<file path="src/logic/rename_pkg.sv">
/*
 * rename package
 * register index types and structure sizes shared by the rename stage
 */
`default_nettype none

package rename_pkg;

    // architectural and physical register file sizes
    localparam int NUM_ARCH_REGS = 32;
    localparam int NUM_PHYS_REGS = 64;

    // depth of the free list and of the active list
    localparam int NUM_FREE = 32;

    // unresolved branches held at once
    localparam int NUM_CHECKPOINTS = 2;

    // architectural register index, r0..r31
    typedef logic [4:0] arch_reg_t;

    // physical register index, p0..p63
    typedef logic [5:0] phys_reg_t;

    // queue pointer, 5-bit index plus wrap bit in the msb
    typedef logic [5:0] queue_ptr_t;

    // checkpoint slot index
    typedef logic [0:0] ckpt_idx_t;

endpackage

`default_nettype wire

</file>
<file path="src/logic/active_list.sv">
/*
 * active list
 * in-order record of the mapping displaced by each renamed destination,
 * popped at commit, tail pulled back on a mispredict
 */
`timescale 1ns/100ps
`default_nettype none

module active_list (
    input  logic                   clk,
    input  logic                   rst_n,
    input  logic                   alloc,
    input  rename_pkg::phys_reg_t  old_phys,
    input  logic                   commit,
    input  logic                   restore,
    input  rename_pkg::queue_ptr_t restore_tail,
    output rename_pkg::queue_ptr_t tail,
    output rename_pkg::phys_reg_t  commit_phys
);

    // old mappings in program order
    rename_pkg::phys_reg_t  al_mem [rename_pkg::NUM_FREE];
    rename_pkg::queue_ptr_t head;

    // oldest displaced register, goes back to the free list on commit
    assign commit_phys = al_mem[head[4:0]];

    // entry storage, written only on accept
    // the free list bounds occupancy so no full check here
    always_ff @(posedge clk) begin
        if (alloc) begin
            al_mem[tail[4:0]] <= old_phys;
        end
    end

    // pointers
    always_ff @(posedge clk or negedge rst_n) begin
        if (!rst_n) begin
            head <= '0;
            tail <= '0;
        end else begin
            // squash entries younger than the branch
            if (restore) begin
                tail <= restore_tail;
            end else if (alloc) begin
                tail <= tail + rename_pkg::queue_ptr_t'(1);
            end

            // commit is always older than any branch in flight
            if (commit) begin
                head <= head + rename_pkg::queue_ptr_t'(1);
            end
        end
    end

endmodule

`default_nettype wire

</file>
<file path="src/logic/busy_table.sv">
/*
 * busy table
 * one pending bit per physical register, with writeback bypass on reads
 */
`timescale 1ns/100ps
`default_nettype none

module busy_table (
    input  logic                  clk,
    input  logic                  rst_n,
    input  logic                  set,
    input  rename_pkg::phys_reg_t set_phys,
    input  logic                  wb_valid,
    input  rename_pkg::phys_reg_t wb_phys,
    input  rename_pkg::phys_reg_t rs_phys,
    input  rename_pkg::phys_reg_t rt_phys,
    output logic                  rs_ready,
    output logic                  rt_ready
);

    // high while the value is still being produced
    logic [rename_pkg::NUM_PHYS_REGS-1:0] busy;

    // a writeback this cycle counts as ready already
    assign rs_ready = ~busy[rs_phys] | (wb_valid & (wb_phys == rs_phys));
    assign rt_ready = ~busy[rt_phys] | (wb_valid & (wb_phys == rt_phys));

    always_ff @(posedge clk or negedge rst_n) begin
        if (!rst_n) begin
            busy <= '0;
        end else begin
            if (wb_valid) begin
                busy[wb_phys] <= 1'b0;
            end
            // fresh destination, busy from next cycle
            // squashed registers get set again here when reused
            if (set) begin
                busy[set_phys] <= 1'b1;
            end
        end
    end

endmodule

`default_nettype wire

</file>
<file path="src/logic/map_table.sv">
/*
 * register map table
 * architectural to physical map with combinational lookups,
 * plus in-order branch checkpoint slots for mispredict recovery
 */
`timescale 1ns/100ps
`default_nettype none

module map_table (
    input  logic                   clk,
    input  logic                   rst_n,
    input  rename_pkg::arch_reg_t  rs,
    input  rename_pkg::arch_reg_t  rt,
    input  rename_pkg::arch_reg_t  rw,
    input  logic                   write,
    input  rename_pkg::phys_reg_t  new_phys,
    input  logic                   take_ckpt,
    input  rename_pkg::queue_ptr_t free_head,
    input  rename_pkg::queue_ptr_t al_tail,
    input  logic                   resolve_valid,
    input  logic                   mispredict,
    output rename_pkg::phys_reg_t  rs_phys,
    output rename_pkg::phys_reg_t  rt_phys,
    output rename_pkg::phys_reg_t  rw_old,
    output logic                   ckpt_full,
    output logic                   restore,
    output rename_pkg::queue_ptr_t saved_free_head,
    output rename_pkg::queue_ptr_t saved_al_tail
);

    rename_pkg::phys_reg_t  rmt      [rename_pkg::NUM_ARCH_REGS];
    rename_pkg::phys_reg_t  rmt_next [rename_pkg::NUM_ARCH_REGS];

    // checkpoint payload
    rename_pkg::phys_reg_t  ckpt_rmt  [rename_pkg::NUM_CHECKPOINTS][rename_pkg::NUM_ARCH_REGS];
    rename_pkg::queue_ptr_t ckpt_head [rename_pkg::NUM_CHECKPOINTS];
    rename_pkg::queue_ptr_t ckpt_tail [rename_pkg::NUM_CHECKPOINTS];

    // slot pointers, oldest unresolved at ckpt_rd
    rename_pkg::ckpt_idx_t  ckpt_wr;
    rename_pkg::ckpt_idx_t  ckpt_rd;
    logic [1:0]             ckpt_count;

    // lookups see the map before this instruction's own write
    assign rs_phys = rmt[rs];
    assign rt_phys = rmt[rt];
    assign rw_old  = rmt[rw];

    assign ckpt_full = (ckpt_count == 2'(rename_pkg::NUM_CHECKPOINTS));

    // resolve always refers to the oldest slot
    assign restore         = resolve_valid & mispredict;
    assign saved_free_head = ckpt_head[ckpt_rd];
    assign saved_al_tail   = ckpt_tail[ckpt_rd];

    // map as it stands after the accepted write
    always_comb begin
        rmt_next = rmt;
        if (write) begin
            rmt_next[rw] = new_phys;
        end
    end

    // snapshot includes the branch's own destination, if any
    always_ff @(posedge clk) begin
        if (take_ckpt) begin
            ckpt_rmt[ckpt_wr]  <= rmt_next;
            ckpt_head[ckpt_wr] <= free_head + rename_pkg::queue_ptr_t'(write);
            ckpt_tail[ckpt_wr] <= al_tail + rename_pkg::queue_ptr_t'(write);
        end
    end

    always_ff @(posedge clk or negedge rst_n) begin
        if (!rst_n) begin
            // identity map, ri -> pi
            for (int i = 0; i < rename_pkg::NUM_ARCH_REGS; i++) begin
                rmt[i] <= rename_pkg::phys_reg_t'(i);
            end
            ckpt_wr    <= '0;
            ckpt_rd    <= '0;
            ckpt_count <= '0;
        end else if (restore) begin
            // roll back and drop every slot, younger branches are squashed
            rmt        <= ckpt_rmt[ckpt_rd];
            ckpt_wr    <= ckpt_rd;
            ckpt_count <= '0;
        end else begin
            rmt <= rmt_next;
            if (take_ckpt) begin
                ckpt_wr <= ckpt_wr + rename_pkg::ckpt_idx_t'(1);
            end
            // correct prediction releases the oldest slot
            if (resolve_valid) begin
                ckpt_rd <= ckpt_rd + rename_pkg::ckpt_idx_t'(1);
            end
            ckpt_count <= ckpt_count + 2'(take_ckpt) - 2'(resolve_valid);
        end
    end

endmodule

`default_nettype wire

</file>
<file path="src/logic/phys_free_list.sv">
/*
 * physical register free list
 * circular queue of free registers, popped on allocation, pushed on commit,
 * head reloaded from a branch checkpoint on mispredict
 */
`timescale 1ns/100ps
`default_nettype none

module phys_free_list (
    input  logic                   clk,
    input  logic                   rst_n,
    input  logic                   alloc,
    input  logic                   push,
    input  rename_pkg::phys_reg_t  push_phys,
    input  logic                   restore,
    input  rename_pkg::queue_ptr_t restore_head,
    output rename_pkg::phys_reg_t  head_phys,
    output rename_pkg::queue_ptr_t head,
    output logic                   empty
);

    // queue storage, one free physical register per slot
    rename_pkg::phys_reg_t  fl_mem [rename_pkg::NUM_FREE];
    rename_pkg::queue_ptr_t tail;

    // register handed out on the next allocation
    assign head_phys = fl_mem[head[4:0]];

    // same index and same wrap bit means nothing left
    // same index with opposite wrap bit is a full queue
    assign empty = (head == tail);

    always_ff @(posedge clk or negedge rst_n) begin
        if (!rst_n) begin
            // p32..p63 start free, p32 at the head
            for (int i = 0; i < rename_pkg::NUM_FREE; i++) begin
                fl_mem[i] <= rename_pkg::phys_reg_t'(rename_pkg::NUM_FREE + i);
            end
            head <= '0;
            // tail one full lap ahead of head
            tail <= rename_pkg::queue_ptr_t'(rename_pkg::NUM_FREE);
        end else begin
            // head side
            // a mispredict hands back everything popped since the branch
            // entries are still in place since tail never passed them
            if (restore) begin
                head <= restore_head;
            end else if (alloc) begin
                head <= head + rename_pkg::queue_ptr_t'(1);
            end

            // tail side, commit returns the displaced mapping
            // still done on a mispredict cycle, the commit is older
            if (push) begin
                fl_mem[tail[4:0]] <= push_phys;
                tail <= tail + rename_pkg::queue_ptr_t'(1);
            end
        end
    end

endmodule

`default_nettype wire

</file>
<file path="src/logic/rename_ctrl.sv">
/*
 * rename control
 * stall and accept decisions for the request handshake,
 * and the one-cycle registered rename result
 */
`timescale 1ns/100ps
`default_nettype none

module rename_ctrl (
    input  logic                  clk,
    input  logic                  rst_n,
    input  logic                  ren_valid,
    input  logic                  ren_uses_rw,
    input  logic                  ren_is_branch,
    input  logic                  free_empty,
    input  logic                  ckpt_full,
    input  logic                  mispredict_now,
    input  rename_pkg::phys_reg_t rs_phys,
    input  rename_pkg::phys_reg_t rt_phys,
    input  rename_pkg::phys_reg_t new_phys,
    input  rename_pkg::phys_reg_t rw_old,
    input  logic                  rs_ready,
    input  logic                  rt_ready,
    output logic                  ren_stall,
    output logic                  alloc,
    output logic                  take_ckpt,
    output logic                  out_valid,
    output rename_pkg::phys_reg_t out_rs_phys,
    output rename_pkg::phys_reg_t out_rt_phys,
    output rename_pkg::phys_reg_t out_rw_phys,
    output rename_pkg::phys_reg_t out_old_phys,
    output logic                  out_rs_ready,
    output logic                  out_rt_ready
);

    logic accept;
    logic no_free_reg;
    logic no_ckpt_slot;

    // resource checks only matter for the kind of request presented
    assign no_free_reg  = ren_valid & ren_uses_rw & free_empty;
    assign no_ckpt_slot = ren_valid & ren_is_branch & ckpt_full;

    // block new requests while the map is being rolled back
    assign ren_stall = no_free_reg | no_ckpt_slot | mispredict_now;

    assign accept = ren_valid & ~ren_stall;

    // structures only move for the parts the instruction needs
    assign alloc     = accept & ren_uses_rw;
    assign take_ckpt = accept & ren_is_branch;

    // result valid for exactly one cycle after accept
    always_ff @(posedge clk or negedge rst_n) begin
        if (!rst_n) begin
            out_valid <= 1'b0;
        end else begin
            out_valid <= accept;
        end
    end

    // result payload
    // ready bits sampled at accept, wb bypass already applied
    always_ff @(posedge clk) begin
        if (accept) begin
            out_rs_phys  <= rs_phys;
            out_rt_phys  <= rt_phys;
            out_rw_phys  <= new_phys;
            out_old_phys <= rw_old;
            out_rs_ready <= rs_ready;
            out_rt_ready <= rt_ready;
        end
    end

endmodule

`default_nettype wire

</file>
<file path="src/logic/rename_top.sv">
/*
 * register rename stage top level
 * ties the map table, free list, active list, busy table and control
 */
`timescale 1ns/100ps
`default_nettype none

module rename_top (
    input  logic                  clk,
    input  logic                  rst_n,
    // rename request
    input  logic                  ren_valid,
    input  rename_pkg::arch_reg_t ren_rs,
    input  rename_pkg::arch_reg_t ren_rt,
    input  logic                  ren_uses_rw,
    input  rename_pkg::arch_reg_t ren_rw,
    input  logic                  ren_is_branch,
    output logic                  ren_stall,
    // writeback, commit, branch resolve
    input  logic                  wb_valid,
    input  rename_pkg::phys_reg_t wb_phys,
    input  logic                  commit_valid,
    input  logic                  resolve_valid,
    input  logic                  resolve_mispredict,
    // rename result
    output logic                  out_valid,
    output rename_pkg::phys_reg_t out_rs_phys,
    output rename_pkg::phys_reg_t out_rt_phys,
    output rename_pkg::phys_reg_t out_rw_phys,
    output rename_pkg::phys_reg_t out_old_phys,
    output logic                  out_rs_ready,
    output logic                  out_rt_ready
);

    logic                   alloc;
    logic                   take_ckpt;
    logic                   mispredict_now;
    logic                   ckpt_full;
    logic                   free_empty;
    logic                   rs_ready;
    logic                   rt_ready;
    rename_pkg::phys_reg_t  rs_phys;
    rename_pkg::phys_reg_t  rt_phys;
    rename_pkg::phys_reg_t  rw_old;
    rename_pkg::phys_reg_t  free_phys;
    rename_pkg::phys_reg_t  al_old_phys;
    rename_pkg::queue_ptr_t free_head;
    rename_pkg::queue_ptr_t al_tail;
    rename_pkg::queue_ptr_t saved_free_head;
    rename_pkg::queue_ptr_t saved_al_tail;

    rename_ctrl u_ctrl (
        .clk(clk), .rst_n(rst_n),
        .ren_valid(ren_valid), .ren_uses_rw(ren_uses_rw), .ren_is_branch(ren_is_branch),
        .free_empty(free_empty), .ckpt_full(ckpt_full), .mispredict_now(mispredict_now),
        .rs_phys(rs_phys), .rt_phys(rt_phys), .new_phys(free_phys), .rw_old(rw_old),
        .rs_ready(rs_ready), .rt_ready(rt_ready),
        .ren_stall(ren_stall), .alloc(alloc), .take_ckpt(take_ckpt),
        .out_valid(out_valid), .out_rs_phys(out_rs_phys), .out_rt_phys(out_rt_phys),
        .out_rw_phys(out_rw_phys), .out_old_phys(out_old_phys),
        .out_rs_ready(out_rs_ready), .out_rt_ready(out_rt_ready)
    );

    // mispredict strobe originates here and fans out as restore
    map_table u_map (
        .clk(clk), .rst_n(rst_n),
        .rs(ren_rs), .rt(ren_rt), .rw(ren_rw),
        .write(alloc), .new_phys(free_phys), .take_ckpt(take_ckpt),
        .free_head(free_head), .al_tail(al_tail),
        .resolve_valid(resolve_valid), .mispredict(resolve_mispredict),
        .rs_phys(rs_phys), .rt_phys(rt_phys), .rw_old(rw_old),
        .ckpt_full(ckpt_full), .restore(mispredict_now),
        .saved_free_head(saved_free_head), .saved_al_tail(saved_al_tail)
    );

    phys_free_list u_free (
        .clk(clk), .rst_n(rst_n),
        .alloc(alloc), .push(commit_valid), .push_phys(al_old_phys),
        .restore(mispredict_now), .restore_head(saved_free_head),
        .head_phys(free_phys), .head(free_head), .empty(free_empty)
    );

    active_list u_active (
        .clk(clk), .rst_n(rst_n),
        .alloc(alloc), .old_phys(rw_old), .commit(commit_valid),
        .restore(mispredict_now), .restore_tail(saved_al_tail),
        .tail(al_tail), .commit_phys(al_old_phys)
    );

    busy_table u_busy (
        .clk(clk), .rst_n(rst_n),
        .set(alloc), .set_phys(free_phys),
        .wb_valid(wb_valid), .wb_phys(wb_phys),
        .rs_phys(rs_phys), .rt_phys(rt_phys),
        .rs_ready(rs_ready), .rt_ready(rt_ready)
    );

endmodule

`default_nettype wire
</file>
<file path="config.mk">
export PLATFORM = sky130hd
export DESIGN_NAME = rename_top
export DESIGN_NICKNAME = d
export VERILOG_FILES = /design/src/logic/rename_pkg.sv /design/src/logic/active_list.sv /design/src/logic/busy_table.sv /design/src/logic/map_table.sv /design/src/logic/phys_free_list.sv /design/src/logic/rename_ctrl.sv /design/src/logic/rename_top.sv
export SDC_FILE = /design/constraint.sdc
export NUM_CORES = 2
export LEC_CHECK = 0
export BUFFER_PORTS_ARGS = -buffer_cell sky130_fd_sc_hd__buf_2
export CAP_MARGIN = 20
export CELL_PAD_IN_SITES_DETAIL_PLACEMENT = 1
export CELL_PAD_IN_SITES_GLOBAL_PLACEMENT = 1
export CORE_UTILIZATION = 45
export DETAILED_ROUTE_END_ITERATION = 8
export GPL_TIMING_DRIVEN = 0
export PLACE_DENSITY = 0.79
export SLEW_MARGIN = 5
export SYNTH_ARGS = -nofsm -noshare
export SYNTH_HDL_FRONTEND = slang
export SYNTH_SLANG_ARGS = --single-unit
export TNS_END_PERCENT = 5
</file>
<file path="constraint.sdc">
create_clock -name clk -period 19.5 [get_ports clk]
set_input_delay 2.925 -clock clk [delete_from_list [all_inputs] [get_ports clk]]
set_output_delay 2.925 -clock clk [all_outputs]
set_load 0.02 [all_outputs]
</file>
== Word level (Yosys, flattened, before mapping) ==
Memory sizes are Yosys's and may differ from the RTL's.
Cells that the tools add are included.

* Register bits after elaboration: 503
* Memory bits (writable): 600
* Input bits: 30
* Output and inout port bits: 28
* Logic and storage cells: 184
* Memories kept: 4

{| class="wikitable"
|+ Memory list
! name !! words !! width !! read ports !! clocked after Yosys merged registers in !! wr ports !! line !! source
|-
| u_map.ckpt_rmt || 2 || 192 || 1 || 0 || 1 || map_table.sv:35 || <nowiki>rename_pkg::phys_reg_t ckpt_rmt [rename_pkg::NUM_CHECKPOINTS][rename_pkg::NUM_ARCH_REGS];</nowiki>
|-
| u_active.al_mem || 32 || 6 || 1 || 0 || 1 || active_list.sv:22 || <nowiki>rename_pkg::phys_reg_t al_mem [rename_pkg::NUM_FREE];</nowiki>
|-
| u_map.ckpt_head || 2 || 6 || 1 || 0 || 1 || map_table.sv:36 || <nowiki>rename_pkg::queue_ptr_t ckpt_head [rename_pkg::NUM_CHECKPOINTS];</nowiki>
|-
| u_map.ckpt_tail || 2 || 6 || 1 || 0 || 1 || map_table.sv:37 || <nowiki>rename_pkg::queue_ptr_t ckpt_tail [rename_pkg::NUM_CHECKPOINTS];</nowiki>
|}

* Add/subtract/negate cells: 10
* Order comparisons: 13
* Equal/unequal tests: 4
* Mux-type cells: 41
* Bitwise logic cells: 26
* Reductions and logical operators: 7

{| class="wikitable"
|+ Operators with widths
! cell !! count
|-
| 192-bit bitwise mux || 2
|-
| 192-bit two-way mux || 2
|-
| 64-bit two-way mux || 2
|-
| 6-bit binary-select mux with 5-bit select || 4
|-
| 6-bit two-way mux || 14
|-
| 64-bit AND || 1
|-
| 64-bit NOT || 1
|-
| 64-bit OR || 1
|-
| 6-bit demux with 5-bit select || 2
|-
| 6-bit >= comparator, second input constant || 5
|-
| 5-bit NOT with 6-bit output || 5
|-
| 6-bit by 7-bit less-than comparator with 1-bit output, second input constant || 4
|-
| 6-bit by 1-bit adder with 6-bit output, second input constant || 4
|-
| 6-bit == test || 3
|-
| 6-bit by 1-bit adder with 6-bit output || 2
|-
| 1-bit binary-select mux with 6-bit select || 2
|-
| 1-bit demux with 6-bit select || 2
|-
| 6-bit by 1-bit >= comparator with 1-bit output, second input constant || 2
|-
| 6-bit by 1-bit less-than comparator with 1-bit output, second input constant || 2
|-
| 1-bit AND || 10
|-
| 1-bit two-way mux || 10
|-
| 1-bit logical AND || 4
|-
| 1-bit NOT || 4
|-
| 1-bit OR || 4
|-
| 7 further kinds || 9
|}

== Depth between registers and ports, before layout ==
* Depth after elaboration: 10
* Mapped depth: 16
* Gate-level depth less buffers: 11

== Hierarchy ==
From an unflattened synthesis, not the netlist that was laid out.

* Cells, all modules: 3419
* Area, all modules: 51804.7 µm²

{| class="wikitable"
|+ By module, submodules not included
! module !! times used !! cells an instance !! area each (µm²) !! sequential area each (µm²)
|-
| map_table || 1 || 1928 || 29067.9 || 17256.6
|-
| phys_free_list || 1 || 653 || 9715.6 || 5246.3
|-
| active_list || 1 || 447 || 8282.9 || 6040.8
|-
| busy_table || 1 || 356 || 3856.2 || 1601.5
|-
| rename_ctrl || 1 || 35 || 882.1 || 805.8
|}

== Worst setup path before layout ==
Ideal clock, no wire load.

* Kind: input to register
* From: input ren_uses_rw
* To: memory u_map.ckpt_head[0][0] (netlist name) (enable)
* Setup time: 1015 ps
* Data arrival time: 17099 ps
* Data required time: 18485 ps
* Setup slack: 1386 ps
* Cell stages on the path: 4
* Buffers on the path: 0
* Cell sequence: nand2_1 > or4_1 > o211ai_2 > nor3_1

* Word-level cells in the longest chain between the ends: 9

{| class="wikitable"
|+ RTL lines
! item !! line !! source
|-
| from (decl) || rename_top.sv:15 || <nowiki>input logic ren_uses_rw,</nowiki>
|-
| 1-bit AND (2 in series) || rename_ctrl.sv:41 || <nowiki>assign no_free_reg = ren_valid & ren_uses_rw & free_empty;</nowiki>
|-
| 1-bit OR (2 in series) || rename_ctrl.sv:45 || <nowiki>assign ren_stall = no_free_reg | no_ckpt_slot | mispredict_now;</nowiki>
|-
| via ren_stall || rename_top.sv:18 || <nowiki>output logic ren_stall,</nowiki>
|-
| 1-bit NOT || rename_ctrl.sv:47 || <nowiki>assign accept = ren_valid & ~ren_stall;</nowiki>
|-
| 1-bit AND || rename_ctrl.sv:47 ||
|-
| 1-bit AND || rename_ctrl.sv:51 || <nowiki>assign take_ckpt = accept & ren_is_branch;</nowiki>
|-
| 1-bit two-way mux || map_table.sv:66 || <nowiki>if (take_ckpt) begin</nowiki>
|-
| 1-bit two-way mux (not written as such) || map_table.sv:68 || <nowiki>ckpt_head[ckpt_wr] <= free_head + rename_pkg::queue_ptr_t'(write);</nowiki>
|-
| to (decl) || map_table.sv:36 ||
|}

The timed path passes the listed nets, and every way through them passes these cells.

== Worst setup path in the final report ==
* From: input ren_valid
* To: output ren_stall

* Word-level cells in the longest chain between the ends: 4
* Elaborated cells between the ends (all ways): 6
* Those cells by class: 6 x bitwise

{| class="wikitable"
|+ RTL lines
! item !! line !! source
|-
| from (decl) || rename_top.sv:12 || <nowiki>input logic ren_valid,</nowiki>
|-
| 1-bit AND, on equally long branches (2 in series) || rename_ctrl.sv:41, rename_ctrl.sv:42 ||
|-
| 1-bit OR (*) (2 in series) || rename_ctrl.sv:45 ||
|-
| to (decl) || rename_top.sv:18 ||
|}

Mark *: on every way between the ends. The rest lies on a longest branch, timed or not.

==> impl_metrics.py <==
metrics = {
    "yosys": {
        "synthesis.area_um2": 50900,
        "synth.avg_cell_area_um2": 14.3,
        "syn_inst": 3549,
        "synth-async-reset-ratio_pct": 43.2,
        "yosysSeqAreaShare_pct": 60.6,
        "syn_nets": 3595,
        "synth_top_area_share_pct": 36.8,
        "synthDistinctLibCells": 68,
        "ys_warn_count": 0,
        "ys_ff_latch": 1099,
        "synth_area_leaders": "edfxtp_1, dfrtp_1, mux4_2, dfstp_2, mux2_2",
        "synth_area_leader_cell": "edfxtp_1",
        "synth_flop_cell": "edfxtp_1",
        "synth_edf_count": 624,
    },
    "detailed_routing": {
        "vias": 33614,
        "wire_per_inst_um": 30.4,
        "drtIter0Drc": 3539,
        "drc": 0,
        "drt_wl_total_mm": 162,
        "ant_nets": 0,
        "drtPass1Iterations": 7,
        "vias_per_cell": 6.29,
    },
    "placed_design": {
        "gp_congestion": 1.01,
        "port_buffers": 45,
        "dpl.hpwl_mm": 112,
    },
    "die": {
        "fp.dieH_um": 338,
        "dieArea_um2": 114000,
        "ios": 58,
        "initial_utilization_pct": 45.3,
        "coreArea_um2": 112000,
        "rows": 123,
        "die_w_um": 338,
    },
    "global_routing": {
        "first_global_vias": 35625,
        "antenna_found_initial": 10,
        "track_usage_pct": 28.3,
        "overflow": 0,
        "grt_max_degree": 118,
        "grt_pass1_wl_mm": 239,
    },
    "cells_and_area": {
        "syn_to_final_growth_pct": 12.6,
        "regArea_um2": 30900,
        "n_fill_cell": 10997,
        "utilization_pct": 51.0,
        "drive_gt1_share_pct": 27.2,
        "final_cell_mix": "edfxtp_1, o21ai_0, nand2_1",
        "final_common_cell": "edfxtp_1",
        "nNetsFinal": 3793,
        "multi_input_area_um2": 18800,
    },
    "critical_path": {
        "crit_path_max_fanout": 7,
        "r2r-end": "u_map.rmt[41]",
        "rr_startpoint": "u_free.head[1]",
        "critPathLaunchType": "input pin",
        "path_class": "input pin to output pin",
        "rrSetupSlack_ns": 14.40,
        "arrival_ns": 5.28,
        "cp_data_required_time_ns": 16.57,
        "r2r_cells": 11,
        "end_kind": "output pin",
    },
    "hold_path": {
        "hold_depth": 1,
        "min-delay-start": "u_free.fl_mem[136]",
        "worstHoldPathType": "flip-flop to flip-flop",
        "hold_path_end": "u_free.fl_mem[136]",
    },
    "clock_network": {
        "tritoncts": "done",
        "path_clk_slew_ns": 0.06,
        "clock-sinks": 1099,
        "cts_resized": 0,
        "cts-root-buf": "clkbuf_16",
        "hold_buffers": 0,
        "cts_post_setup_buffers_inserted": 0,
        "cts_buffers": 110,
        "htree_levels": 3,
        "clk-insertion-delay-late_ns": 0.73,
        "cts.path.max_buffers": 3,
    },
    "timing": {
        "hold_viol": 0,
        "worst_slew_pin_slew_ns": 1.15,
        "fin_crit_sh_pct": 42.1,
        "report.final.slew_viol_count": 0,
        "setup_viol": 0,
        "fmax_mhz": 122,
        "relSlewSlack_pct": 22.8,
        "fin_crit_ns": 8.20,
        "rsz0062_at_grt": "false",
        "finClkSkew_ns": 0.0357,
        "finalSetupTns_ns": 0,
    },
    "run": {
        "max_cap_viol_count": 0,
    },
    "pwr": {
        "pwr_density_cell_nw_per_um2": 153,
        "p_leak_nw": 21.7,
        "total_power_w": 0.00875,
        "peakVddDrop_v": 0.0000909,
    },
    "outcome": {
        "status": "finished, final reports clean",
    },
}
logic make-up (layout without fill, tap and decap cells):
logic type,Yosys count,count (layout),synth area share [%]
adder cells (fa/ha/maj),16,16,0.393
other,0,3,0
buffers and inverters,278,574,2.41
multiplexers,818,818,23.4
flip-flops,1099,1099,60.6
AND/OR/NAND/NOR,698,698,5.83
XOR/XNOR,45,45,0.774
AO/OA/AOI/OAI,595,595,6.55
worst max-delay path, cell delays in order:
cell	delay (ns)
buf_2	0.18
nand2_1	0.37
or4_1	0.69
o211ai_2	0.78
buf_2	0.31
cell type report:
cell class,count,share of cell area [%]
Antenna cell,3,0.0131
Timing Repair Buffer,86,1.34
Buffer,252,1.97
Tap cell,1500,3.28
Clock inverter,58,1.16
Multi-Input combinational cell,2172,32.9
Sequential cell,1099,53.9
Inverter,26,0.170
Clock buffer,152,5.31
stage by stage:
step	cells	hold slack [ns]	setup WS (ns)	area, um2
final	5348	0.500	11.30	57300
after global routing	5346	0.518	11.39	57300
after CTS	5342	0.506	11.38	57300
after detailed placement	5132	0.492	11.40	53500
after global placement	5094	0.482	-9.14	53000
after floorplan	3549	0.474	1.39	50900
per-layer routing:
metal	vias to the layer above	share of wire [%]	global-route usage, %
met5	-	0.033	0
met4	8	4.6	12.3
met3	382	8.6	6.01
met2	1623	47	44.9
met1	17798	39	37.6
li1	13803	-	-
synth_stat cells, drive strengths merged, types with 13 or more instances:
cell and instances:
o21ai 384, clkbuf 155, ha 16, a21o 59, xnor2 25, buf 97
nand2 346, edfxtp 624, xor2 20, mux2 263, mux2i 291, mux4 264
nor2 207, dfstp 193, inv 26, a21oi 80, nand4 19, nor2b 21
a211oi 21, dfrtp 282, a22oi 13, nand3 40
how the worst max path moves through the flow:
| stage | from | end | slack (ns) | depth (start not counted) |
|---|---|---|---|---|
| 2_1_floorplan | ren_uses_rw | u_map.ckpt_head[0][0] | 1.39 | 4 |
| 6_report | ren_valid | ren_stall | 11.30 | 5 |
| 3_5_place_dp | ren_valid | ren_stall | 11.40 | 5 |
| 3_3_place_gp | ren_valid | u_map.ckpt_rmt[0][80] | -9.14 | 5 |
| 4_1_cts | ren_valid | ren_stall | 11.38 | 5 |
| 5_1_grt | ren_valid | ren_stall | 11.39 | 5 |
state kept, by name, indices dropped and copies added (netlist names):
signal	count
u_map.ckpt_head	12
u_map.ckpt_rmt	384
u_free.fl_mem	192
u_active.al_mem	192
u_ctrl.out_rt_phys	6
u_ctrl.out_old_phys	6
u_map.ckpt_rd	1
u_active.tail	5
u_ctrl.out_rw_phys	6
u_map.rmt	192
u_ctrl.out_valid	1
u_ctrl.out_rs_phys	6
u_free.tail	6
u_map.ckpt_wr	1
u_map.ckpt_count	2
u_ctrl.out_rt_ready	1
u_busy.busy	64
u_active.head	5
u_ctrl.out_rs_ready	1
u_map.ckpt_tail	10
u_free.head	6
power breakdown:
part	leakage, nW	internal (W)	switching [W]
combinational	8.58	0.00112	0.00192
clock	1.79	0.00125	0.000931
sequential	11.4	0.00315	0.000378
total	21.7	0.00553	0.00322
No activity file was read; power rests on OpenSTA's default activity.
